[src/design/biquad_pkg.sv]
package biquad_pkg;

  // --------------------------------------------------
  // Data path sizes
  // --------------------------------------------------
  localparam int COEF_W    = 16;
  localparam int Q_BITS    = 12;                 // Q3.12 signed
  localparam int ONE_Q     = 1 << Q_BITS;
  localparam int ACC_W     = 2 * COEF_W + 3;     // Room for five products
  localparam int QUOT_BITS = COEF_W + Q_BITS;    // Divider iterations
  localparam int STEP_W    = $clog2(QUOT_BITS);
  localparam int COEF_MAX  = 32767;
  localparam int COEF_MIN  = -32768;
  localparam int CNT_W     = 16;

  // --------------------------------------------------
  // APB register map
  // --------------------------------------------------
  localparam int APB_DATA_W = 32;
  localparam int APB_ADDR_W = 8;

  localparam logic [APB_ADDR_W-1:0] REG_CTRL    = 8'h00;
  localparam logic [APB_ADDR_W-1:0] REG_RAW_B0  = 8'h04;
  localparam logic [APB_ADDR_W-1:0] REG_RAW_B1  = 8'h08;
  localparam logic [APB_ADDR_W-1:0] REG_RAW_B2  = 8'h0C;
  localparam logic [APB_ADDR_W-1:0] REG_RAW_A0  = 8'h10;
  localparam logic [APB_ADDR_W-1:0] REG_RAW_A1  = 8'h14;
  localparam logic [APB_ADDR_W-1:0] REG_RAW_A2  = 8'h18;
  localparam logic [APB_ADDR_W-1:0] REG_STATUS  = 8'h20;
  localparam logic [APB_ADDR_W-1:0] REG_NRM_B0  = 8'h24;
  localparam logic [APB_ADDR_W-1:0] REG_NRM_B1  = 8'h28;
  localparam logic [APB_ADDR_W-1:0] REG_NRM_B2  = 8'h2C;
  localparam logic [APB_ADDR_W-1:0] REG_NRM_A1  = 8'h30;
  localparam logic [APB_ADDR_W-1:0] REG_NRM_A2  = 8'h34;
  localparam logic [APB_ADDR_W-1:0] REG_OVF_CNT = 8'h38;

  // --------------------------------------------------
  // State and selector types
  // --------------------------------------------------
  typedef enum logic [1:0] {
    IDLE,
    ISSUE,
    WAIT_QUOT,
    COMMIT
  } seq_state_t;

  // Order also sets the normalized read-back layout
  typedef enum logic [2:0] {
    SEL_B0,
    SEL_B1,
    SEL_B2,
    SEL_A1,
    SEL_A2
  } coef_sel_t;

endpackage

[src/design/serial_divider.sv]
`timescale 1ns/1ps

module serial_divider (
  input  logic                              clk,
  input  logic                              rst_n,
  input  logic                              in_valid,
  output logic                              in_ready,
  input  logic signed [biquad_pkg::COEF_W-1:0] dividend,
  input  logic signed [biquad_pkg::COEF_W-1:0] divisor,
  output logic                              out_valid,
  output logic signed [biquad_pkg::COEF_W-1:0] quotient,
  output logic                              ovf
);
  import biquad_pkg::*;

  typedef enum logic [1:0] {DIV_IDLE, DIV_RUN, DIV_DONE} div_state_t;

  div_state_t          state;
  logic [STEP_W-1:0]   step;
  logic [QUOT_BITS-1:0] num;                        // Quotient bits shift in at the bottom
  logic [COEF_W:0]     rem;
  logic [COEF_W:0]     trial;
  logic [COEF_W-1:0]   den;
  logic [COEF_W-1:0]   mag_dd;
  logic [COEF_W-1:0]   mag_dv;
  logic                neg;
  logic                dz;
  logic                dd_neg;

  assign in_ready  = (state == DIV_IDLE);
  assign out_valid = (state == DIV_DONE);
  assign mag_dd    = dividend[COEF_W-1] ? -dividend : dividend;
  assign mag_dv    = divisor[COEF_W-1] ? -divisor : divisor;
  assign trial     = {rem[COEF_W-1:0], num[QUOT_BITS-1]};

  always_ff @(posedge clk or negedge rst_n) begin
    if (!rst_n) begin
      state <= DIV_IDLE;
      step  <= '0;
    end else begin
      case (state)
        DIV_IDLE: begin
          step <= '0;
          if (in_valid) state <= DIV_RUN;
        end
        DIV_RUN: begin
          step <= step + 1'b1;
          if (step == STEP_W'(QUOT_BITS - 1)) state <= DIV_DONE;
        end
        default: state <= DIV_IDLE;                  // Result shown for one cycle
      endcase
    end
  end

  // Restoring shift-subtract on the magnitudes
  always_ff @(posedge clk) begin
    if (state == DIV_IDLE && in_valid) begin
      num    <= {mag_dd, Q_BITS'(0)};
      rem    <= '0;
      den    <= mag_dv;
      neg    <= dividend[COEF_W-1] ^ divisor[COEF_W-1];
      dd_neg <= dividend[COEF_W-1];
      dz     <= (divisor == '0);
    end else if (state == DIV_RUN) begin
      if (trial >= {1'b0, den}) begin
        rem <= trial - {1'b0, den};
        num <= {num[QUOT_BITS-2:0], 1'b1};
      end else begin
        rem <= trial;
        num <= {num[QUOT_BITS-2:0], 1'b0};
      end
    end
  end

  // Sign and saturation
  always_comb begin
    ovf = 1'b1;
    if (dz) begin
      quotient = dd_neg ? COEF_W'(COEF_MIN) : COEF_W'(COEF_MAX);
    end else if (neg && num > QUOT_BITS'(-COEF_MIN)) begin
      quotient = COEF_W'(COEF_MIN);
    end else if (!neg && num > QUOT_BITS'(COEF_MAX)) begin
      quotient = COEF_W'(COEF_MAX);
    end else begin
      ovf      = 1'b0;
      quotient = neg ? COEF_W'(-num) : COEF_W'(num);
    end
  end

endmodule

[config.mk]
export PLATFORM = sky130hd
export DESIGN_NAME = serial_divider
export DESIGN_NICKNAME = d
export VERILOG_FILES = /design/src/design/biquad_pkg.sv /design/src/design/serial_divider.sv
export SDC_FILE = /design/constraint.sdc
export NUM_CORES = 1
export LEC_CHECK = 0
export BUFFER_PORTS_ARGS = -buffer_cell sky130_fd_sc_hd__buf_2
export CAP_MARGIN = 5
export CORE_ASPECT_RATIO = 0.8
export CORE_UTILIZATION = 28
export CTS_CLUSTER_SIZE = 20
export DETAILED_ROUTE_END_ITERATION = 10
export PLACE_DENSITY_LB_ADDON = 0.3
export SYNTH_ARGS = -nofsm -noshare
export SYNTH_HDL_FRONTEND = slang
export SYNTH_SLANG_ARGS = --single-unit
[constraint.sdc]
create_clock -name clk -period 2.97 [get_ports clk]
set_clock_uncertainty 0.1 [all_clocks]
set_input_delay 0.891 -clock clk [delete_from_list [all_inputs] [get_ports clk]]
set_output_delay 0.891 -clock clk [all_outputs]
set_load 0.1 [all_outputs]
==> qor.txt, run 1 <==
STA
---------------------------------------------------------------------------------------
Max Transition Viols Final                                                            0
Shortest period the worst path allows                                          3.963 ns
Worst Tran Pin Value                                                          0.8879 ns
Unrepaired setup endpoints after global routing                                     yes
Fmax achieved                                                                 252.3 MHz
Worst slew margin relative to its limit                                          40.81%
Least setup slack across all paths after layout                              -0.9929 ns
Share of the cycle needed by the critical path after routing                     133.4%
Final-report hold violation count                                                     0
Setup-failing EPs final                                                              17

SYNTH
---------------------------------------------------------------------------------------
Synth Register Bits                                                                  70
Fraction of the mapped netlist area in simple logic gates                        18.53%
Share of synthesized registers carrying an async set or reset                    10.00%
Number of distinct standard cells referenced by the synthesized netlist              58
Adder and majority gate portion of the synthesized area                          5.777%
Most repeated cell in the gate-level netlist after synthesis               sky130_fd_sc_hd__o21ai_0
Most used flip-flop cell after synthesis                                   sky130_fd_sc_hd__edfxtp_1
Top cell type by total area after synthesis                                sky130_fd_sc_hd__edfxtp_1
Sequential share of the synthesized area                                         38.19%
Proportion of synthesized area in mux cells                                      3.878%
Number of synthesis warnings                                                          0
Leading post-synthesis cells by instance count                             sky130_fd_sc_hd__o21ai_0, sky130_fd_sc_hd__nand2_1, sky130_fd_sc_hd__edfxtp_1
Count of mapped cells out of synthesis                                              541
Cell area after synthesis                                                     4678 um^2
Area contributors post-synth                                               sky130_fd_sc_hd__edfxtp_1, sky130_fd_sc_hd__dfxtp_1, sky130_fd_sc_hd__o21ai_0
Dominant combinational cell family by area after synthesis                 compound AO/OA/AOI/OAI gates
Post-synth EDFFs                                                                     35
XOR/XNOR share of the synthesized area                                           9.361%
Net count of the mapped netlist                                                     597
Complex-gate fraction of the synthesized area                                    19.50%
Syn Area/Cell                                                                8.647 um^2
Proportion of netlist area held by the largest area contributor                  22.47%

ROUTE
---------------------------------------------------------------------------------------
Number of routed nets with antenna violations                                         0
Total routed wirelength                                                        11470 um
DRC errors left                                                                       0
Avg WL per Cell                                                                13.63 um
Via-per-instance ratio                                                            4.916
Number of violations reported at the end of detailed-routing iteration 0            228
Total vias in the final route                                                      4134
Number of detailed-routing iterations run before antenna repair                       6

LAYOUT
---------------------------------------------------------------------------------------
Count of fill cells added during filler insertion                                  1601
Number of inserted diodes                                                             0
Share of post-route cells with drive strength above 1                            24.28%
Number of standard cells in the final layout excluding fillers                      841
Total number of nets in the final design                                            677
Final Core Density                                                               38.68%
Combined flip-flop and latch cell area                                        1789 um^2
Post-synthesis to final-layout area growth                                       32.76%
Area taken by multi-input logic gates                                         2890 um^2

PWR
---------------------------------------------------------------------------------------
IR Drop Worst-Case VDD                                                         403.2 uV
Net switching power of the design                                              2.470 mW
Switching share of total power                                                   41.14%
Total power density per cell area                                          966.4 nW/um^2
Share of power burned in the clock network                                        18.4%
Comb pwr share                                                                    52.9%
Reg power frac                                                                    28.7%
Design internal power                                                          3.533 mW
Static Leakage                                                                 2.572 nW

RUN STATUS
---------------------------------------------------------------------------------------
Outcome                                                                    complete, but fails checks
Violated checks                                                            negative setup slack

CRITICAL PATH
---------------------------------------------------------------------------------------
Kind of start point of the critical path                                      flip-flop
Flop-to-flop setup slack                                                        0.27 ns
Worst setup EP type                                                          output pin
Type of the setup path with the least slack                                flip-flop to output pin
Max FO, Critical Path                                                                 6
Arrival time at the worst endpoint                                              2.97 ns
Worst path required time                                                        1.98 ns

FLOORPLAN
---------------------------------------------------------------------------------------
I/O pin count                                                                        54
Core Footprint                                                               16060 um^2
Count of standard-cell rows                                                          41
Area of the die                                                              17230 um^2
Starting Density                                                                 29.14%
Height of the die                                                              117.6 um
Die W                                                                          146.5 um

PLACED DESIGN
---------------------------------------------------------------------------------------
Half-perimeter wire length after placement                                      8582 um
Post-placement worst setup slack                                             -0.6886 ns
Number of input and output port buffers inserted                                     53
Routability cong.                                                                0.8526
Number of placed cells counting well taps                                           823

GLOBAL ROUTE
---------------------------------------------------------------------------------------
Number of global-route vias before repair                                          3945
Sum of overflow across all layers after global routing                                0
GRT Resource Usage Total                                                         13.88%
Global-route wire length before repair                                         19150 um
Pin count of the biggest net entering global routing                                 54
Antenna violations before repair                                                      0

CLOCK TREE
---------------------------------------------------------------------------------------
TritonCTS clock tree                                                               done
Clock-pin slew on the worst setup and hold paths                                0.06 ns
Root Buffer                                                                sky130_fd_sc_hd__clkbuf_16
Clock sink count                                                                     70
Count of hold-fix buffers inserted at cts                                             0
Clock Tree Buf Depth                                                                  2
Number of clock buffers inserted by TritonCTS                                         9
Clock Latency Late Sink                                                         0.34 ns
Maximum level of the CTS H-tree                                                       3

FLOW RUN
---------------------------------------------------------------------------------------
Max_cap viols                                                                         0

MIN PATH
---------------------------------------------------------------------------------------
Worst Hold Class                                                           input port to asynchronous set/reset pin

==> flip-flops by register name, indices dropped and copies added (netlist names) <==
| register | flops |
|---|---|
| state | 2 |
| dz | 1 |
| neg | 1 |
| rem | 16 |
| den | 16 |
| step | 5 |
| dd_neg | 1 |
| num | 28 |
==> kinds of logic (layout without fill, tap and decap cells) <==
logic type	after synthesis	in the layout
AOI/OAI and AO/OA	150	150
xor gates and xnor gates	50	50
adders and majority gates	21	21
buffers and inverters	56	141
DFF	70	70
muxes	18	18
and+or+nand+nor	176	176
==> cell type report <==
cell class / count / area share (%)
multi-input combinational: 415 / 46.53
inverter: 29 / 1.753
tap: 215 / 4.331
timing repair buffer: 96 / 13.62
clock buffer: 10 / 3.848
clock inverter: 6 / 1.108
sequential: 70 / 28.81
==> path summary, 6_finish.rpt <==
| kind | cells past startpoint | end | from |
|---|---|---|---|
| min in group clk | 2 | rem[14]$_SDFFE_PP0P_ | rem[14]$_SDFFE_PP0P_ |
| setup / recovery | 10 | quotient[8] | num[0]$_SDFFE_PP0P_ |
| hold reg to reg | 2 | rem[14]$_SDFFE_PP0P_ | rem[14]$_SDFFE_PP0P_ |
| hold / removal | 1 | step[4]$_DFFE_PN0P_ | rst_n |
| max in group asynchronous | 1 | state[1]$_DFFE_PN0P_ | rst_n |
| setup reg to reg | 10 | rem[14]$_SDFFE_PP0P_ | num[27]$_DFFE_PP_ |
==> what timing repair did <==
| action | 4_1_cts | 5_1_grt |
|---|---|---|
| resized for setup | 8 | 5 |
| endpoints found under the setup margin | 17 | 18 |
| setup buffers | 1 | 1 |
| pin swaps | 0 | 2 |
==> stage by stage <==
| stage | cell area, um^2 | hold slack (ns) | setup TNS (ns) | total power [mW] |
|---|---|---|---|---|
| finish | 6211 | 0.2743 | -15.80 | 6.002 |
| global route | 6211 | 0.2717 | -17.41 | 6.459 |
| CTS | 6190 | 0.2618 | -16.38 | 6.028 |
| detailed placement | 5842 | 0.3972 | -11.00 | 4.864 |
| global placement | 5842 | 0.3850 | -10.66 | 4.787 |
| floorplan | 4878 | 0.3576 | -12.34 | 3.956 |
==> routing by layer <==
metal,routed length (um),track usage [%]
met3,533,2.829
met4,183,5.273
met1,5633,18.62
met2,5115,21.88
met5,0,0
==> power by group through the flow <==
stage / sequential [mW] / clock, mW / combinational, mW
finish: 1.72 / 1.10 / 3.18
global route: 1.77 / 1.16 / 3.52
CTS: 1.72 / 1.13 / 3.17
detailed placement: 1.73 / 0 / 3.13
global placement: 1.72 / 0 / 3.07
floorplan: 1.72 / 0 / 2.23
==> layout by cell type (no fill, tap or decap), types with 3 or more instances in the layout <==
| cell | n |
|---|---|
| sky130_fd_sc_hd__nand2_1 | 67 |
| sky130_fd_sc_hd__o21ai_0 | 65 |
| sky130_fd_sc_hd__buf_4 | 41 |
| sky130_fd_sc_hd__buf_2 | 36 |
| sky130_fd_sc_hd__edfxtp_1 | 35 |
| sky130_fd_sc_hd__xnor2_1 | 29 |
| sky130_fd_sc_hd__inv_1 | 27 |
| sky130_fd_sc_hd__dfxtp_1 | 26 |
| sky130_fd_sc_hd__a21oi_1 | 24 |
| sky130_fd_sc_hd__nor2_1 | 23 |
| sky130_fd_sc_hd__xor2_1 | 21 |
| sky130_fd_sc_hd__ha_1 | 19 |
| sky130_fd_sc_hd__mux2i_1 | 17 |
| sky130_fd_sc_hd__buf_12 | 16 |
| sky130_fd_sc_hd__nand3_1 | 14 |
| sky130_fd_sc_hd__o21ai_4 | 14 |
| sky130_fd_sc_hd__nor3_1 | 11 |
| sky130_fd_sc_hd__o31ai_1 | 10 |
| sky130_fd_sc_hd__nor2b_1 | 9 |
| sky130_fd_sc_hd__nand2b_1 | 9 |
| sky130_fd_sc_hd__clkbuf_16 | 9 |
| sky130_fd_sc_hd__dfrtp_1 | 7 |
| sky130_fd_sc_hd__or4_1 | 6 |
| sky130_fd_sc_hd__nand4_1 | 6 |
| sky130_fd_sc_hd__o41ai_1 | 4 |
| sky130_fd_sc_hd__or3_1 | 4 |
| sky130_fd_sc_hd__nor4_1 | 4 |
| sky130_fd_sc_hd__a21o_1 | 4 |
| sky130_fd_sc_hd__a211oi_1 | 4 |
| sky130_fd_sc_hd__a22o_1 | 4 |
| sky130_fd_sc_hd__or2_2 | 3 |
| sky130_fd_sc_hd__and3_1 | 3 |
| sky130_fd_sc_hd__and2_1 | 3 |
| sky130_fd_sc_hd__o211ai_1 | 3 |
==> critical path, cell delays in order (launching register included) <==
cell and delay (ns):
sky130_fd_sc_hd__dfxtp_2 0.32, sky130_fd_sc_hd__inv_2 0.07, sky130_fd_sc_hd__ha_4 0.13, sky130_fd_sc_hd__or3b_4 0.37
sky130_fd_sc_hd__or3_4 0.34, sky130_fd_sc_hd__or3_4 0.41, sky130_fd_sc_hd__o41ai_4 0.27, sky130_fd_sc_hd__a21oi_4 0.14
sky130_fd_sc_hd__a211o_1 0.31, sky130_fd_sc_hd__nand2_8 0.09, sky130_fd_sc_hd__buf_12 0.17
No activity file was read; power rests on OpenSTA's default activity.
==> run 2: changes to the inputs <==
PLACE_DENSITY = 0.55   (was not set)
PLACE_DENSITY_LB_ADDON = not set   (was 0.3)
==> run 2 against run 1 <==
- sequential share of layout area grew 0.076 points
- combinational power is essentially flat
- register-to-register slack lost 0.03 ns
- critical endpoint unchanged
- the flow still finishes with violations (negative setup slack)
- highest routed layer unchanged
- core utilization shrank 0.10 points
- largest cell class unchanged
- count of clock-buffer cells in the layout is the same
- routed wire length shrank 1.9%
==> qor.txt, run 2 (same netlist as run 1, synthesis figures left out) <==
CRITICAL PATH
---------------------------------------------------------------------------------------
Type of the setup path with the least slack                                flip-flop to output pin
Worst path most repeated cell                                              sky130_fd_sc_hd__or3_4
Critical path launch point                                                 num[0]$_SDFFE_PP0P_
Arrival time at the worst endpoint                                              2.99 ns
Worst setup EP type                                                          output pin
Max FO, Critical Path                                                                 6
Worst R2R End                                                              rem[14]$_SDFFE_PP0P_
Cell family contributing the most delay on the critical path               simple AND/OR/NAND/NOR gates
Cell breakdown of the critical path                                        inv_2 > ha_4 > or3b_4 > or3_4 > or3_4 > o41ai_4 > a21oi_4 > a211o_1 > nand2_8 > buf_12
Worst path required time                                                        1.98 ns
Kind of start point of the critical path                                      flip-flop
Launch point of the worst reg-to-reg path                                  num[27]$_DFFE_PP_
Slowest stage delay, CP                                                         0.42 ns
Flop-to-flop setup slack                                                        0.24 ns
Register-to-Register Path Depth                                                      10
Slowest stage cell, crit path                                              sky130_fd_sc_hd__or3_4
Total buffers and inverters traversed by the critical path                            2

ROUTE
---------------------------------------------------------------------------------------
Number of detailed-routing iterations run before antenna repair                       4
Number of routed nets with antenna violations                                         0
Number of violations reported at the end of detailed-routing iteration 0            168
Total vias in the final route                                                      4067
Via-per-instance ratio                                                            4.842
DRC errors left                                                                       0
Total routed wirelength                                                        11250 um
Avg WL per Cell                                                                13.39 um

PLACED DESIGN
---------------------------------------------------------------------------------------
Number of input and output port buffers inserted                                     53
Cell area after placement                                                     5842 um^2
Post-placement worst setup slack                                             -0.6878 ns
Half-perimeter wire length after placement                                      8473 um
Routability cong.                                                                0.8546

FLOORPLAN
---------------------------------------------------------------------------------------
Area of the die                                                              17230 um^2
I/O pin count                                                                        54
Core Footprint                                                               16060 um^2
Height of the die                                                              117.6 um
Count of standard-cell rows                                                          41
Starting Density                                                                 29.14%
Die W                                                                          146.5 um

PWR
---------------------------------------------------------------------------------------
IR Drop Worst-Case VDD                                                         390.0 uV
Static Leakage                                                                 2.564 nW
Design internal power                                                          3.523 mW
Comb pwr share                                                                    52.9%
Final Power                                                                    5.983 mW
Total power density per cell area                                          965.9 nW/um^2
Switching share of total power                                                   41.13%
Reg power frac                                                                    28.7%
Net switching power of the design                                              2.461 mW
Share of power burned in the clock network                                        18.5%

CLOCK TREE
---------------------------------------------------------------------------------------
Root Buffer                                                                sky130_fd_sc_hd__clkbuf_16
Clock Tree Buf Depth                                                                  2
Clock Latency Late Sink                                                         0.34 ns
TritonCTS clock tree                                                               done
Number of clock buffers inserted by TritonCTS                                         9
Maximum level of the CTS H-tree                                                       3
Clock sink count                                                                     70
Count of hold-fix buffers inserted at cts                                             0
Clock-pin slew on the worst setup and hold paths                                0.06 ns

STA
---------------------------------------------------------------------------------------
Fmax achieved                                                                 250.9 MHz
Hold Worst Slack                                                              0.2673 ns
Worst Tran Pin Value                                                          0.8639 ns
Shortest period the worst path allows                                          3.985 ns
Unrepaired setup endpoints after global routing                                     yes
Final-report hold violation count                                                     0
Max Transition Viols Final                                                            0
Setup-failing EPs final                                                              17
Least setup slack across all paths after layout                               -1.015 ns
Worst slew margin relative to its limit                                          42.40%
Share of the cycle needed by the critical path after routing                     134.2%

GLOBAL ROUTE
---------------------------------------------------------------------------------------
Antenna violations before repair                                                      0
Sum of overflow across all layers after global routing                                0
Number of global-route vias before repair                                          3881
GRT Resource Usage Total                                                         13.76%
Global-route wire length before repair                                         18910 um
Pin count of the biggest net entering global routing                                 54

LAYOUT
---------------------------------------------------------------------------------------
Non-Filler Cell Area, Final                                                   6195 um^2
Share of post-route cells with drive strength above 1                            24.16%
Register with the most flip-flops                                                   num
Area taken by multi-input logic gates                                         2890 um^2
Combined flip-flop and latch cell area                                        1789 um^2
Most frequent standard cell in the layout excluding fill and tap cells     sky130_fd_sc_hd__nand2_1
Count of fill cells added during filler insertion                                  1599
Total number of nets in the final design                                            676
Final Core Density                                                               38.58%
Post-synthesis to final-layout area growth                                       32.42%
Largest registers in the final layout                                      num x28, den x16, rem x16
Number of flip-flops in the largest register                                         28
Number of inserted diodes                                                             0
Commonest cells after routing, fill and taps aside                         sky130_fd_sc_hd__nand2_1, sky130_fd_sc_hd__o21ai_0, sky130_fd_sc_hd__buf_4

RUN STATUS
---------------------------------------------------------------------------------------
Outcome                                                                    complete, but fails checks
Violated checks                                                            negative setup slack

MIN PATH
---------------------------------------------------------------------------------------
Worst Hold Class                                                           input port to asynchronous set/reset pin

FLOW RUN
---------------------------------------------------------------------------------------
Max_cap viols                                                                         0

## run 2: cell count changes in the layout (fill, tap and decap cells not counted), sizes merged
cell and change:
buf -1
## run 2: stage by stage
| step | TNS [ns] | cells |
|---|---|---|
| 2_1_floorplan | -12.34 | 541 |
| 4_1_cts | -16.74 | 839 |
| 6_report | -16.14 | 840 |
| 5_1_grt | -17.74 | 840 |
| 3_3_place_gp | -10.63 | 823 |
| 3_5_place_dp | -11.09 | 823 |
## run 2: timing repair
| item | 4_1_cts | 5_1_grt |
|---|---|---|
| hold endpoints to repair | 0 | 0 |
| resized for setup | 8 | 2 |
| buffers inserted | 0 | 1 |
| endpoints found under the setup margin | 17 | 18 |
| pin swaps | 0 | 1 |
## run 2: power by group through the flow
stage / clock, mW / sequential, mW / combinational (mW)
2_1_floorplan: 0 / 1.72 / 2.23
3_3_place_gp: 0 / 1.72 / 3.07
3_5_place_dp: 0 / 1.73 / 3.12
4_1_cts: 1.14 / 1.72 / 3.16
5_1_grt: 1.17 / 1.77 / 3.52
6_report: 1.10 / 1.72 / 3.16
## run 2: layout make-up
type / count / share of cell area [%]
multi-input combinational: 415 / 46.66
clock inverter: 6 / 1.111
timing repair buffer: 95 / 13.39
clock buffer: 10 / 3.858
inverter: 29 / 1.757
tap: 215 / 4.343
sequential: 70 / 28.88
## run 2: per-layer routing
metal	track usage [%]	routed length, um
met5	0	0
met4	5.078	165
met3	3.140	476
met2	20.98	4962
met1	18.88	5648
## run 2: worst max path at each step
stage	to	depth (start not counted)	slack, ns
floorplan	quotient[10]	9	-0.81
global placement	quotient[14]	10	-0.65
detailed placement	quotient[5]	10	-0.69
CTS	quotient[8]	10	-1.04
global route	quotient[8]	10	-1.11
finish	quotient[8]	10	-1.02
