**src/design/biquad_pkg.sv**
```systemverilog
package biquad_pkg;

  // --------------------------------------------------
  // Data path sizes
  // --------------------------------------------------
  localparam int COEF_W    = 16;
  localparam int Q_BITS    = 12;                 // Q3.12 signed
  localparam int ONE_Q     = 1 << Q_BITS;
  localparam int ACC_W     = 2 * COEF_W + 3;     // Room for five products
  localparam int QUOT_BITS = COEF_W + Q_BITS;    // Divider iterations
  localparam int STEP_W    = $clog2(QUOT_BITS);
  localparam int COEF_MAX  = 32767;
  localparam int COEF_MIN  = -32768;
  localparam int CNT_W     = 16;

  // --------------------------------------------------
  // APB register map
  // --------------------------------------------------
  localparam int APB_DATA_W = 32;
  localparam int APB_ADDR_W = 8;

  localparam logic [APB_ADDR_W-1:0] REG_CTRL    = 8'h00;
  localparam logic [APB_ADDR_W-1:0] REG_RAW_B0  = 8'h04;
  localparam logic [APB_ADDR_W-1:0] REG_RAW_B1  = 8'h08;
  localparam logic [APB_ADDR_W-1:0] REG_RAW_B2  = 8'h0C;
  localparam logic [APB_ADDR_W-1:0] REG_RAW_A0  = 8'h10;
  localparam logic [APB_ADDR_W-1:0] REG_RAW_A1  = 8'h14;
  localparam logic [APB_ADDR_W-1:0] REG_RAW_A2  = 8'h18;
  localparam logic [APB_ADDR_W-1:0] REG_STATUS  = 8'h20;
  localparam logic [APB_ADDR_W-1:0] REG_NRM_B0  = 8'h24;
  localparam logic [APB_ADDR_W-1:0] REG_NRM_B1  = 8'h28;
  localparam logic [APB_ADDR_W-1:0] REG_NRM_B2  = 8'h2C;
  localparam logic [APB_ADDR_W-1:0] REG_NRM_A1  = 8'h30;
  localparam logic [APB_ADDR_W-1:0] REG_NRM_A2  = 8'h34;
  localparam logic [APB_ADDR_W-1:0] REG_OVF_CNT = 8'h38;

  // --------------------------------------------------
  // State and selector types
  // --------------------------------------------------
  typedef enum logic [1:0] {
    IDLE,
    ISSUE,
    WAIT_QUOT,
    COMMIT
  } seq_state_t;

  // Order also sets the normalized read-back layout
  typedef enum logic [2:0] {
    SEL_B0,
    SEL_B1,
    SEL_B2,
    SEL_A1,
    SEL_A2
  } coef_sel_t;

endpackage

```
**src/design/coef_sequencer.sv**
```systemverilog
`timescale 1ns/1ps

module coef_sequencer (
  input  logic                              clk,
  input  logic                              rst_n,
  input  logic                              recalc_req,
  input  logic signed [biquad_pkg::COEF_W-1:0] raw_b0,
  input  logic signed [biquad_pkg::COEF_W-1:0] raw_b1,
  input  logic signed [biquad_pkg::COEF_W-1:0] raw_b2,
  input  logic signed [biquad_pkg::COEF_W-1:0] raw_a0,
  input  logic signed [biquad_pkg::COEF_W-1:0] raw_a1,
  input  logic signed [biquad_pkg::COEF_W-1:0] raw_a2,
  output logic                              busy,
  output logic                              div_in_valid,
  input  logic                              div_in_ready,
  output logic signed [biquad_pkg::COEF_W-1:0] div_dividend,
  output logic signed [biquad_pkg::COEF_W-1:0] div_divisor,
  input  logic                              div_out_valid,
  input  logic signed [biquad_pkg::COEF_W-1:0] div_quotient,
  input  logic                              div_ovf,
  output logic signed [biquad_pkg::COEF_W-1:0] nrm_b0,
  output logic signed [biquad_pkg::COEF_W-1:0] nrm_b1,
  output logic signed [biquad_pkg::COEF_W-1:0] nrm_b2,
  output logic signed [biquad_pkg::COEF_W-1:0] nrm_a1,
  output logic signed [biquad_pkg::COEF_W-1:0] nrm_a2,
  output logic                              ovf_pulse
);
  import biquad_pkg::*;

  seq_state_t               state;
  coef_sel_t                sel;
  logic                     result;
  logic signed [COEF_W-1:0] cap_b0, cap_b1, cap_b2, cap_a0, cap_a1, cap_a2;
  logic signed [COEF_W-1:0] shd_b0, shd_b1, shd_b2, shd_a1, shd_a2;

  assign busy         = (state != IDLE);
  assign div_in_valid = (state == ISSUE);           // Held until accepted
  assign div_divisor  = cap_a0;
  assign result       = (state == WAIT_QUOT) && div_out_valid;
  assign ovf_pulse    = result && div_ovf;

  always_comb begin
    case (sel)
      SEL_B0:  div_dividend = cap_b0;
      SEL_B1:  div_dividend = cap_b1;
      SEL_B2:  div_dividend = cap_b2;
      SEL_A1:  div_dividend = cap_a1;
      default: div_dividend = cap_a2;
    endcase
  end

  // --------------------------------------------------
  // Division sequence FSM
  // --------------------------------------------------
  always_ff @(posedge clk or negedge rst_n) begin
    if (!rst_n) begin
      state <= IDLE;
      sel   <= SEL_B0;
    end else begin
      case (state)
        IDLE: begin
          if (recalc_req) begin
            sel   <= SEL_B0;
            state <= ISSUE;
          end
        end
        ISSUE: if (div_in_ready) state <= WAIT_QUOT;
        WAIT_QUOT: begin
          if (div_out_valid) begin
            if (sel == SEL_A2) begin
              state <= COMMIT;
            end else begin
              sel   <= coef_sel_t'(sel + 3'd1);
              state <= ISSUE;
            end
          end
        end
        default: state <= IDLE;                      // COMMIT lasts one cycle
      endcase
    end
  end

  // Snapshot of the raw set and the collected quotients
  always_ff @(posedge clk) begin
    if (state == IDLE && recalc_req) begin
      cap_b0 <= raw_b0;
      cap_b1 <= raw_b1;
      cap_b2 <= raw_b2;
      cap_a0 <= raw_a0;
      cap_a1 <= raw_a1;
      cap_a2 <= raw_a2;
    end
    if (result) begin
      case (sel)
        SEL_B0:  shd_b0 <= div_quotient;
        SEL_B1:  shd_b1 <= div_quotient;
        SEL_B2:  shd_b2 <= div_quotient;
        SEL_A1:  shd_a1 <= div_quotient;
        default: shd_a2 <= div_quotient;
      endcase
    end
  end

  // Active set, all five switch together
  always_ff @(posedge clk or negedge rst_n) begin
    if (!rst_n) begin
      nrm_b0 <= COEF_W'(ONE_Q);
      nrm_b1 <= '0;
      nrm_b2 <= '0;
      nrm_a1 <= '0;
      nrm_a2 <= '0;
    end else if (state == COMMIT) begin
      nrm_b0 <= shd_b0;
      nrm_b1 <= shd_b1;
      nrm_b2 <= shd_b2;
      nrm_a1 <= shd_a1;
      nrm_a2 <= shd_a2;
    end
  end

endmodule

```
**config.mk**
```make
export PLATFORM = sky130hd
export DESIGN_NAME = coef_sequencer
export DESIGN_NICKNAME = d
export VERILOG_FILES = /design/src/design/biquad_pkg.sv /design/src/design/coef_sequencer.sv
export SDC_FILE = /design/constraint.sdc
export NUM_CORES = 1
export LEC_CHECK = 0
export BUFFER_PORTS_ARGS = -buffer_cell sky130_fd_sc_hd__buf_2
export CAP_MARGIN = 20
export CELL_PAD_IN_SITES_DETAIL_PLACEMENT = 2
export CELL_PAD_IN_SITES_GLOBAL_PLACEMENT = 2
export CORE_MARGIN = 3
export CORE_UTILIZATION = 38
export CTS_CLUSTER_DIAMETER = 60
export DETAILED_ROUTE_END_ITERATION = 7
export HOLD_SLACK_MARGIN = 0.05
export PLACE_DENSITY = 0.91
export RECOVER_POWER = 100
export SYNTH_ARGS = -nofsm -noshare
export SYNTH_HDL_FRONTEND = slang
export SYNTH_SLANG_ARGS = --single-unit
```
**constraint.sdc**
```tcl
create_clock -name clk -period 6.4 [get_ports clk]
set_input_delay 0 -clock clk [delete_from_list [all_inputs] [get_ports clk]]
set_output_delay 0 -clock clk [all_outputs]
set_load 0.03 [all_outputs]
```
==> results.ini, run 1 <==
[yosys]
ys_seq_elements=261
synth_edf_count=176
synth_xor_area_share_pct=0
syn_avg_cell_area_sq_um=19.34
synth_common_cells=176 x edfxtp_1, 90 x mux2_2, 84 x dfrtp_1
synth.top_cells.by_area=edfxtp_1 57%, dfrtp_1 22%, mux2_2 11%, o221ai_1 1.5%, mux2_4 1.4%
async_reset_ff_share_pct=32.57
synth_area_sq_um=9343
netlist.area_leader.share_pct=56.57
synthCells=483
synthMuxAreaShare_pct=12.40
yosysMostFrequentCell=edfxtp_1
synth_compound_area_share_pct=3.589
synth_top_family_by_area=multiplexers
synth_flop_cell=edfxtp_1
synth-warning-count=0
ys_types=27
synth_top_area_cell=edfxtp_1
synth_adder_area_share_pct=0.6696
synth_fp_nets=606
synthSimpleGateAreaFrac_pct=1.687
seq_area_frac_synth_pct=79.35

[drt]
wl_per_cell_um=26.35
drc_errors=0
vias_per_cell=5.003
dr.pass1.iters=5
postRouteAntennaNets=0
wl_mm=31.35
routed-via-count=5953
drt-initial-drc-count=461

[global_routing]
antenna_found_initial=3
grt_pass1_vias=6896
grt_max_degree=81
overflow=0
track_usage_pct=23.63
grt_pass1_wl_mm=46.11

[timing]
tns_ns=0
min_period_ns=4.476
worst_pin_slew_ns=3.784
hold_viol_final=0
finalCritPeriodShare_pct=69.94
finClkSkew_ns=0.01403
rsz0062_at_grt=no
final_max_slew_viol_count=204
hold_ws_ns=0.1245
max_freq_mhz=223.4
relSlewSlack_pct=-152.2
setup_viol=0

[min_path]
holdCritPathClass=in2reg
hold_depth=3

[clock_tree]
hold_buffers=117
clkLatencyLatePin_ns=0.52
cts.repair.resized=0
root_buffer=clkbuf_16
clockBufferDepth=3
cts_sinks=261
tritoncts=yes
htree_levels=1
clkSlewWorstSetupHoldPaths_ns=0.06
cts_made_buffers=28
postCtsSetupRepairBufs=0

[placed_design]
port_buffers=232
gp_congestion=0.7758
dp_hpwl_mm=17.82
placed_cell_area_sq_um=10840

[outcome]
status=finished with violations
violations=capacitance limit, slew limit

[floorplan]
dieArea_sq_um=26500
die_w_um=162.8
die_h_um=162.8
ios=233
core-area_sq_um=23820
start_util_pct=39.22
row_count=56

[power]
peakVddDrop_mv=0.2643
pwr_density_cell_nw_per_um2=512.6
p_leak_uw=0.004742

[final_layout]
multi_input_area_sq_um=1673
fill_cells=2236
stdcell_area_sq_um=12620
synthToLayoutAreaGrowth_pct=35.07
final_layout_size_suffix_gt1_share_pct=22.21
nNetsFinal=971
seqCellArea_sq_um=7413

[worst_setup_path]
start_kind=flip-flop
reg2reg_slack_ns=1.92
worstSetupEndpointType=flip-flop
critPathKind=reg2reg
critPathRequiredTime_ns=6.41
critical_path.max_fanout=18
rr_worst_depth=5
crit_arrival_ns=4.49

[flow_run]
cap_violations=5

[critical path, cell delays in order (launching register included)]
cell and delay, ns:
dfrtp_1 0.43, inv_1 0.13, ha_1 0.75, nor3_4 0.08, o21ai_1 1.59, nor2_1 0.96
[power breakdown]
part / switching [uW] / internal, uW / total, uW / leakage [uW]
clock network: 674 / 871 / 1540 / 0.000417
registers: 277 / 2300 / 2580 / 0.00263
logic: 1620 / 733 / 2350 / 0.00169
total: 2570 / 3900 / 6470 / 0.00474
[worst paths after layout]
path | from | end
setup / recovery | sel[1] | shd_a2[15]
hold / removal | div_out_valid | state[0]
setup reg to reg | sel[1] | shd_a2[15]
hold reg to reg | shd_b1[8] | nrm_b1[8]
max in group asynchronous | rst_n | nrm_b0[12]
min in group asynchronous | rst_n | nrm_b2[4]
[per-layer routing]
metal / global-route usage, % / vias to the layer above / share of wire (%)
met3: 6.053 / 43 / 8.0
met5: 0 / - / 0.041
li1: - / 2551 / -
met1: 29.24 / 3050 / 39
met4: 5.459 / 2 / 2.0
met2: 41.76 / 307 / 51
[layout make-up]
| type | count | area share (%) |
|---|---|---|
| Antenna cell | 2 | 0.03966 |
| Clock buffer | 37 | 5.979 |
| Clock inverter | 14 | 0.8626 |
| Inverter | 22 | 0.6544 |
| Multi-Input combinational cell | 178 | 13.26 |
| Sequential cell | 261 | 58.74 |
| Tap cell | 319 | 3.163 |
| Timing Repair Buffer | 357 | 17.30 |
[metrics by stage]
stage | utilization (%) | cells | setup slack, ns | power (uW)
final | 52.97 | 1190 | 1.924 | 6469
after global routing | 52.97 | 1190 | 1.578 | 6752
after CTS | 54.02 | 1184 | 2.906 | 6563
after detailed placement | 45.48 | 1016 | 2.911 | 4954
after global placement | 45.48 | 1016 | 3.160 | 4811
after floorplan | - | 483 | 0.9318 | 4169
[flip-flops by register name, indices dropped and copies added, names as in the netlist]
signal / flops
cap_b1: 16
nrm_b0: 16
shd_a1: 16
cap_a2: 16
sel: 3
nrm_a1: 16
shd_b1: 16
cap_b2: 16
cap_a1: 16
cap_b0: 16
nrm_b1: 16
nrm_b2: 16
shd_a2: 16
shd_b0: 16
state: 2
shd_b2: 16
nrm_a2: 16
div_divisor: 16
[cells in the final DEF, fill, tap and decap left out, types with 2 or more instances in the layout]
cell type / n
a22o_1: 4
a22oi_1: 16
buf_2: 61
clkbuf_1: 180
clkbuf_16: 28
clkbuf_2: 4
clkbuf_8: 2
clkinv_1: 5
clkinv_2: 4
clkinvlp_4: 2
dfrtp_1: 84
diode_2: 2
dlygate4sd3_1: 118
edfxtp_1: 176
ha_1: 5
inv_1: 22
mux2_1: 14
mux2_2: 83
mux2_4: 2
nand2_1: 17
nand2b_1: 2
nor2_1: 8
nor3b_1: 2
o221ai_1: 16
[cell families (layout without fill, tap and decap cells)]
family	after synthesis	after routing
compound gates	40	40
fa+ha+maj	5	5
buf+inv	44	430
flops	261	261
mux	100	100
other cells	0	2
simple gates	33	33
(Power assumes the default switching activity.)
==> inputs of run 2 (changes only) <==
--- a/config.mk
+++ b/config.mk
@@ -10,11 +10,11 @@
 export CELL_PAD_IN_SITES_DETAIL_PLACEMENT = 2
 export CELL_PAD_IN_SITES_GLOBAL_PLACEMENT = 2
 export CORE_MARGIN = 3
-export CORE_UTILIZATION = 38
+export CORE_UTILIZATION = 34
 export CTS_CLUSTER_DIAMETER = 60
 export DETAILED_ROUTE_END_ITERATION = 7
 export HOLD_SLACK_MARGIN = 0.05
-export PLACE_DENSITY = 0.91
+export PLACE_DENSITY = 0.87
 export RECOVER_POWER = 100
 export SYNTH_ARGS = -nofsm -noshare
 export SYNTH_HDL_FRONTEND = slang
==> constraint.sdc (replaced) <==
create_clock -name clk -period 3.6 [get_ports clk]
set_input_delay 0 -clock clk [delete_from_list [all_inputs] [get_ports clk]]
set_output_delay 0 -clock clk [all_outputs]
set_load 0.03 [all_outputs]
==> results.ini, run 2 (synthesis gave the netlist of run 1 again) <==
[timing]
finalCritPeriodShare_pct=91.73
tns_ns=0  ; unchanged
min_period_ns=3.302
relSlewSlack_pct=-12.84  ; was -152.2%
final_max_slew_viol_count=154  ; was 204
setup_viol=0  ; unchanged
hold_viol_final=0  ; unchanged
rsz0062_at_grt=no  ; unchanged
max_freq_mhz=302.8
worst_pin_slew_ns=1.693  ; was 3.784 ns
finClkSkew_ns=0.01892  ; was 0.01403 ns

[drt]
routed-via-count=5896  ; was 5953
postRouteAntennaNets=0  ; unchanged
wl_mm=29.97  ; was 31.35 mm
drc_errors=0  ; unchanged
drt-initial-drc-count=427  ; was 461
vias_per_cell=4.825  ; was 5.003
dr.pass1.iters=4  ; was 5
wl_per_cell_um=24.53  ; was 26.35 um

[clock_tree]
clkLatencyLatePin_ns=0.49  ; was 0.52 ns
cts.repair.resized=0  ; unchanged
clkSlewWorstSetupHoldPaths_ns=0.06  ; about the same
root_buffer=clkbuf_16  ; unchanged
htree_levels=2  ; was 1
postCtsSetupRepairBufs=0  ; unchanged
clockBufferDepth=3  ; unchanged
cts_made_buffers=34  ; was 28
tritoncts=yes  ; unchanged
cts_sinks=261  ; unchanged

[worst_setup_path]
worstSetupEndpointType=output pin  ; was flip-flop
start_kind=flip-flop  ; unchanged
critPathKind=reg2out  ; was reg2reg
critPathRequiredTime_ns=3.60  ; was 6.41 ns
critical_path.max_fanout=17  ; was 18
crit_arrival_ns=3.30  ; was 4.49 ns

[placed_design]
gp_congestion=0.7812  ; was 0.7758
dp_hpwl_mm=17.23  ; was 17.82 mm
placed_cell_area_sq_um=10950  ; was 10840 sq um
port_buffers=232  ; unchanged
dp_cells=1044  ; was 1016

[final_layout]
synthToLayoutAreaGrowth_pct=37.53  ; was 35.07%
stdcell_area_sq_um=12850  ; was 12620 sq um
seqCellArea_sq_um=7413  ; unchanged
final_layout_size_suffix_gt1_share_pct=24.12  ; was 22.21%
layoutNonFillerInstCount=1222  ; was 1190
final_common_cell=clkbuf_1  ; unchanged
nNetsFinal=978  ; was 971
multi_input_area_sq_um=1702  ; was 1673 sq um
most-common-layout-cells=185 x clkbuf_1, 176 x edfxtp_1, 115 x dlygate4sd3_1  ; was 180 x clkbuf_1, 176 x edfxtp_1, 118 x dlygate4sd3_1
fill_cells=2570  ; was 2236

[power]
seqPwrFrac_pct=37.9  ; was 39.8%
pwr-share-clk_pct=27.1  ; was 23.9%
combPwrFrac_pct=35.0  ; was 36.3%
swShare_pct=38.48  ; was 39.69%
peakVddDrop_mv=0.4080  ; was 0.2643 mV
p_leak_uw=0.004840  ; was 0.004742 uW
pwr_density_cell_nw_per_um2=925.9  ; was 512.6 nW/um^2
p_sw_uw=4578  ; was 2568 uW
p_int_uw=7318  ; was 3902 uW

[global_routing]
antenna_found_initial=2  ; was 3
grt_pass1_wl_mm=44.41  ; was 46.11 mm
track_usage_pct=20.35  ; was 23.63%
overflow=0  ; unchanged
grt_max_degree=81  ; unchanged
grt_pass1_vias=6914  ; was 6896

[floorplan]
ios=233  ; unchanged
die_w_um=171.8  ; was 162.8 um
die_h_um=171.8  ; was 162.8 um
core-area_sq_um=26950  ; was 23820 sq um
start_util_pct=34.67  ; was 39.22%
dieArea_sq_um=29500  ; was 26500 sq um
row_count=60  ; was 56

[outcome]
violations=capacitance limit, slew limit  ; unchanged
status=finished with violations  ; unchanged

[min_path]
holdCritPathClass=in2reg  ; unchanged

[flow_run]
cap_violations=3  ; was 5

-- run 2: worst paths after layout --
| check | startpoint | cells after the start | to | slack (ns) |
|---|---|---|---|---|
| hold reg to reg | shd_b0[14] | 1 | nrm_b0[14] | 0.47 |
| setup / recovery | sel[1] | 7 | div_dividend[0] | 0.30 |
| min in group asynchronous | rst_n | 2 | nrm_b1[3] | 0.44 |
| max in group asynchronous | rst_n | 3 | state[0] | 1.02 |
| hold / removal | div_out_valid | 3 | state[0] | 0.09 |
| setup reg to reg | sel[1] | 5 | shd_b1[15] | 0.47 |
-- run 2: critical path, cell delays in order (launching register included) --
cell and delay (ns):
dfrtp_1 0.42, inv_1 0.12, ha_1 0.22, clkbuf_1 0.82, a22oi_1 0.31, o221ai_1 0.37
mux2_2 0.23, clkbuf_1 0.33
-- run 2: final cells by class --
cell class              count  area share [%]
inverters                  22          0.6427
multi-input cells         178           13.24
well taps                 341           3.321
diodes                      2         0.03895
repair buffers            358           16.74
clock buffers              47           7.235
clock inverters            13           1.081
flip-flops and latches    261           57.70
-- run 2: what timing repair did --
item,in CTS,in global routing
hold endpoints to repair,239,0
hold buffers,115,0
endpoints found under the setup margin,0,0
-- run 2: power by group through the flow --
stage                     registers, uW  clock network [uW]  logic [uW]
after floorplan                    5390                   0        2000
after global placement             4450                   0        4190
after detailed placement           4530                   0        4320
after CTS                          4480                3270        4470
after global routing               4610                3420        4410
final                              4510                3220        4160
-- run 2: metrics by stage --
step / setup slack (ns) / hold WS (ns) / util, % / power [uW]
2_1_floorplan: 0.8348 / -0.2956 / - / 7385
3_3_place_gp: 0.7772 / 0.1354 / 40.61 / 8637
3_5_place_dp: 0.6193 / 0.1525 / 40.61 / 8855
4_1_cts: 0.5095 / 0.05848 / 48.85 / 12230
5_1_grt: 0.1867 / 0.1518 / 47.67 / 12440
6_report: 0.2977 / 0.09288 / 47.67 / 11900
-- run 2: layer usage --
metal | vias up | GRT usage [%] | share of wire [%]
li1 | 2566 | - | -
met1 | 3022 | 24.25 | 39
met2 | 273 | 36.31 | 51
met3 | 35 | 5.907 | 8.0
met4 | 0 | 5.207 | 1.7
met5 | - | 0 | 0
==> inputs of run 3 (changes only) <==
--- a/config.mk
+++ b/config.mk
@@ -14,7 +14,7 @@
 export CTS_CLUSTER_DIAMETER = 60
 export DETAILED_ROUTE_END_ITERATION = 7
 export HOLD_SLACK_MARGIN = 0.05
-export PLACE_DENSITY = 0.87
+export PLACE_DENSITY = 0.79
 export RECOVER_POWER = 100
 export SYNTH_ARGS = -nofsm -noshare
 export SYNTH_HDL_FRONTEND = slang
==> results.ini, run 3 (synthesis gave the netlist of run 1 again) <==
[outcome]
status=finished with violations  ; unchanged
violations=capacitance limit, slew limit  ; unchanged

[power]
p_sw_uw=4581  ; was 4578 uW
p_leak_uw=0.004883  ; was 0.004840 uW
swShare_pct=38.16  ; was 38.48%
pwr-share-clk_pct=28.1  ; was 27.1%
seqPwrFrac_pct=37.5  ; was 37.9%
pwr_density_cell_nw_per_um2=929.4  ; was 925.9 nW/um^2
peakVddDrop_mv=0.4637  ; was 0.4080 mV
p_int_uw=7424  ; was 7318 uW
combPwrFrac_pct=34.5  ; was 35.0%

[min_path]
holdCritPathClass=in2reg  ; unchanged

[global_routing]
overflow=0  ; unchanged
track_usage_pct=20.22  ; was 20.35%
grt_pass1_vias=6909  ; was 6914
grt_max_degree=81  ; unchanged
grt_pass1_wl_mm=44.22  ; was 44.41 mm
antenna_found_initial=3  ; was 2

[worst_setup_path]
crit_arrival_ns=3.20  ; was 3.30 ns
critPathKind=reg2reg  ; was reg2out
cpPeakStageDelay_ns=0.95  ; was 0.82 ns
start_kind=flip-flop  ; unchanged
reg2reg_slack_ns=0.53  ; was 0.47 ns
critical_path.max_fanout=51  ; was 17
crit_path_cell_trace=or2_2, nor2_2, clkbuf_4  ; was inv_1, ha_1, clkbuf_1, a22oi_1, o221ai_1, mux2_2, clkbuf_1
critPathRequiredTime_ns=3.73  ; was 3.60 ns
crit_slowest_cell=nor2_2  ; was clkbuf_1
worstSetupEndpointType=flip-flop  ; was output pin

[drt]
vias_per_cell=4.844  ; was 4.825
dr.pass1.iters=4  ; unchanged
routed-via-count=5929  ; was 5896
drt-initial-drc-count=326  ; was 427
postRouteAntennaNets=0  ; unchanged
wl_mm=29.77  ; was 29.97 mm
wl_per_cell_um=24.32  ; was 24.53 um
drc_errors=0  ; unchanged

[final_layout]
nNetsFinal=980  ; was 978
multi_input_area_sq_um=1690  ; was 1702 sq um
fill_cells=2588  ; was 2570
stdcell_area_sq_um=12920  ; was 12850 sq um
synthToLayoutAreaGrowth_pct=38.25  ; was 37.53%
final_common_cell=clkbuf_1  ; unchanged
final_layout_size_suffix_gt1_share_pct=24.60  ; was 24.12%
seqCellArea_sq_um=7413  ; unchanged
most-common-layout-cells=178 x clkbuf_1, 176 x edfxtp_1, 116 x dlygate4sd3_1  ; was 185 x clkbuf_1, 176 x edfxtp_1, 115 x dlygate4sd3_1

[timing]
rsz0062_at_grt=no  ; unchanged
worst_pin_slew_ns=1.848  ; was 1.693 ns
relSlewSlack_pct=-23.21  ; was -12.84%
min_period_ns=3.070  ; was 3.302 ns
finClkSkew_ns=0.01338  ; was 0.01892 ns
tns_ns=0  ; unchanged
final_max_slew_viol_count=159  ; was 154
hold_ws_ns=0.1404  ; was 0.09288 ns
hold_viol_final=0  ; unchanged
finalCritPeriodShare_pct=85.28  ; was 91.73%
max_freq_mhz=325.7  ; was 302.8 MHz
setup_viol=0  ; unchanged

[clock_tree]
postCtsSetupRepairBufs=0  ; unchanged
clkLatencyLatePin_ns=0.50  ; was 0.49 ns
htree_levels=2  ; unchanged
clkSlewWorstSetupHoldPaths_ns=0.06  ; about the same
clockBufferDepth=3  ; unchanged
cts_sinks=261  ; unchanged
hold_buffers=116  ; was 115
root_buffer=clkbuf_16  ; unchanged
tritoncts=yes  ; unchanged
cts_made_buffers=34  ; unchanged
cts.repair.resized=0  ; unchanged

[flow_run]
cap_violations=3  ; unchanged

[floorplan]
ios=233  ; unchanged
core-area_sq_um=26950  ; unchanged
start_util_pct=34.67  ; unchanged
die_w_um=171.8  ; unchanged
dieArea_sq_um=29500  ; unchanged
die_h_um=171.8  ; unchanged
row_count=60  ; unchanged

[placed_design]
gp_congestion=0.7701  ; was 0.7812
dp_hpwl_mm=17.21  ; was 17.23 mm
port_buffers=232  ; unchanged
placed_cell_area_sq_um=10930  ; was 10950 sq um

run 3: metrics by stage:
stage / total power, uW / util, % / setup slack (ns) / cells
finish: 12000 / 47.92 / 0.5299 / 1224
global route: 12580 / 47.92 / 0.2938 / 1224
detailed placement: 8789 / 40.55 / 0.5879 / 1045
floorplan: 7385 / - / 0.8348 / 483
CTS: 12300 / 49.02 / 0.5412 / 1222
global placement: 8603 / 40.55 / 0.7375 / 1045
run 3: area by class of cell:
class | count | share of cell area, %
diodes | 1 | 0.01937
clock buffers | 47 | 7.614
clock inverters | 14 | 1.066
inverters | 22 | 0.6394
multi-input cells | 178 | 13.09
flip-flops and latches | 261 | 57.40
well taps | 341 | 3.303
repair buffers | 360 | 16.87
run 3: routing by layer:
metal / vias to the layer above / track usage, % / routed length, um
li1: 2580 / - / -
met4: 4 / 6.109 / 890
met1: 2989 / 24.24 / 11820
met5: - / 0 / 21
met3: 61 / 6.091 / 2314
met2: 295 / 35.26 / 14720
run 3: critical path: cells and delay by family, from the launching register on:
family	cells	cell delay, ns
simple gates	2	1.31
buf+inv	1	0.85
flops	1	0.49
run 3: power groups by stage:
stage          combinational [uW]  clock (uW)  sequential [uW]
6_report                     4140        3370             4500
3_3_place_gp                 4140           0             4460
2_1_floorplan                2000           0             5390
3_5_place_dp                 4260           0             4530
5_1_grt                      4410        3580             4590
4_1_cts                      4400        3420             4480
run 3: final timing paths:
check,start,to,cells after the start
hold reg to reg,shd_a2[13],nrm_a2[13],1
setup / recovery,state[1],cap_a1[12],3
setup reg to reg,state[1],cap_a1[12],3
min in group asynchronous,rst_n,nrm_a1[3],2
hold / removal,div_out_valid,shd_a2[7],3
max in group asynchronous,rst_n,sel[2],3
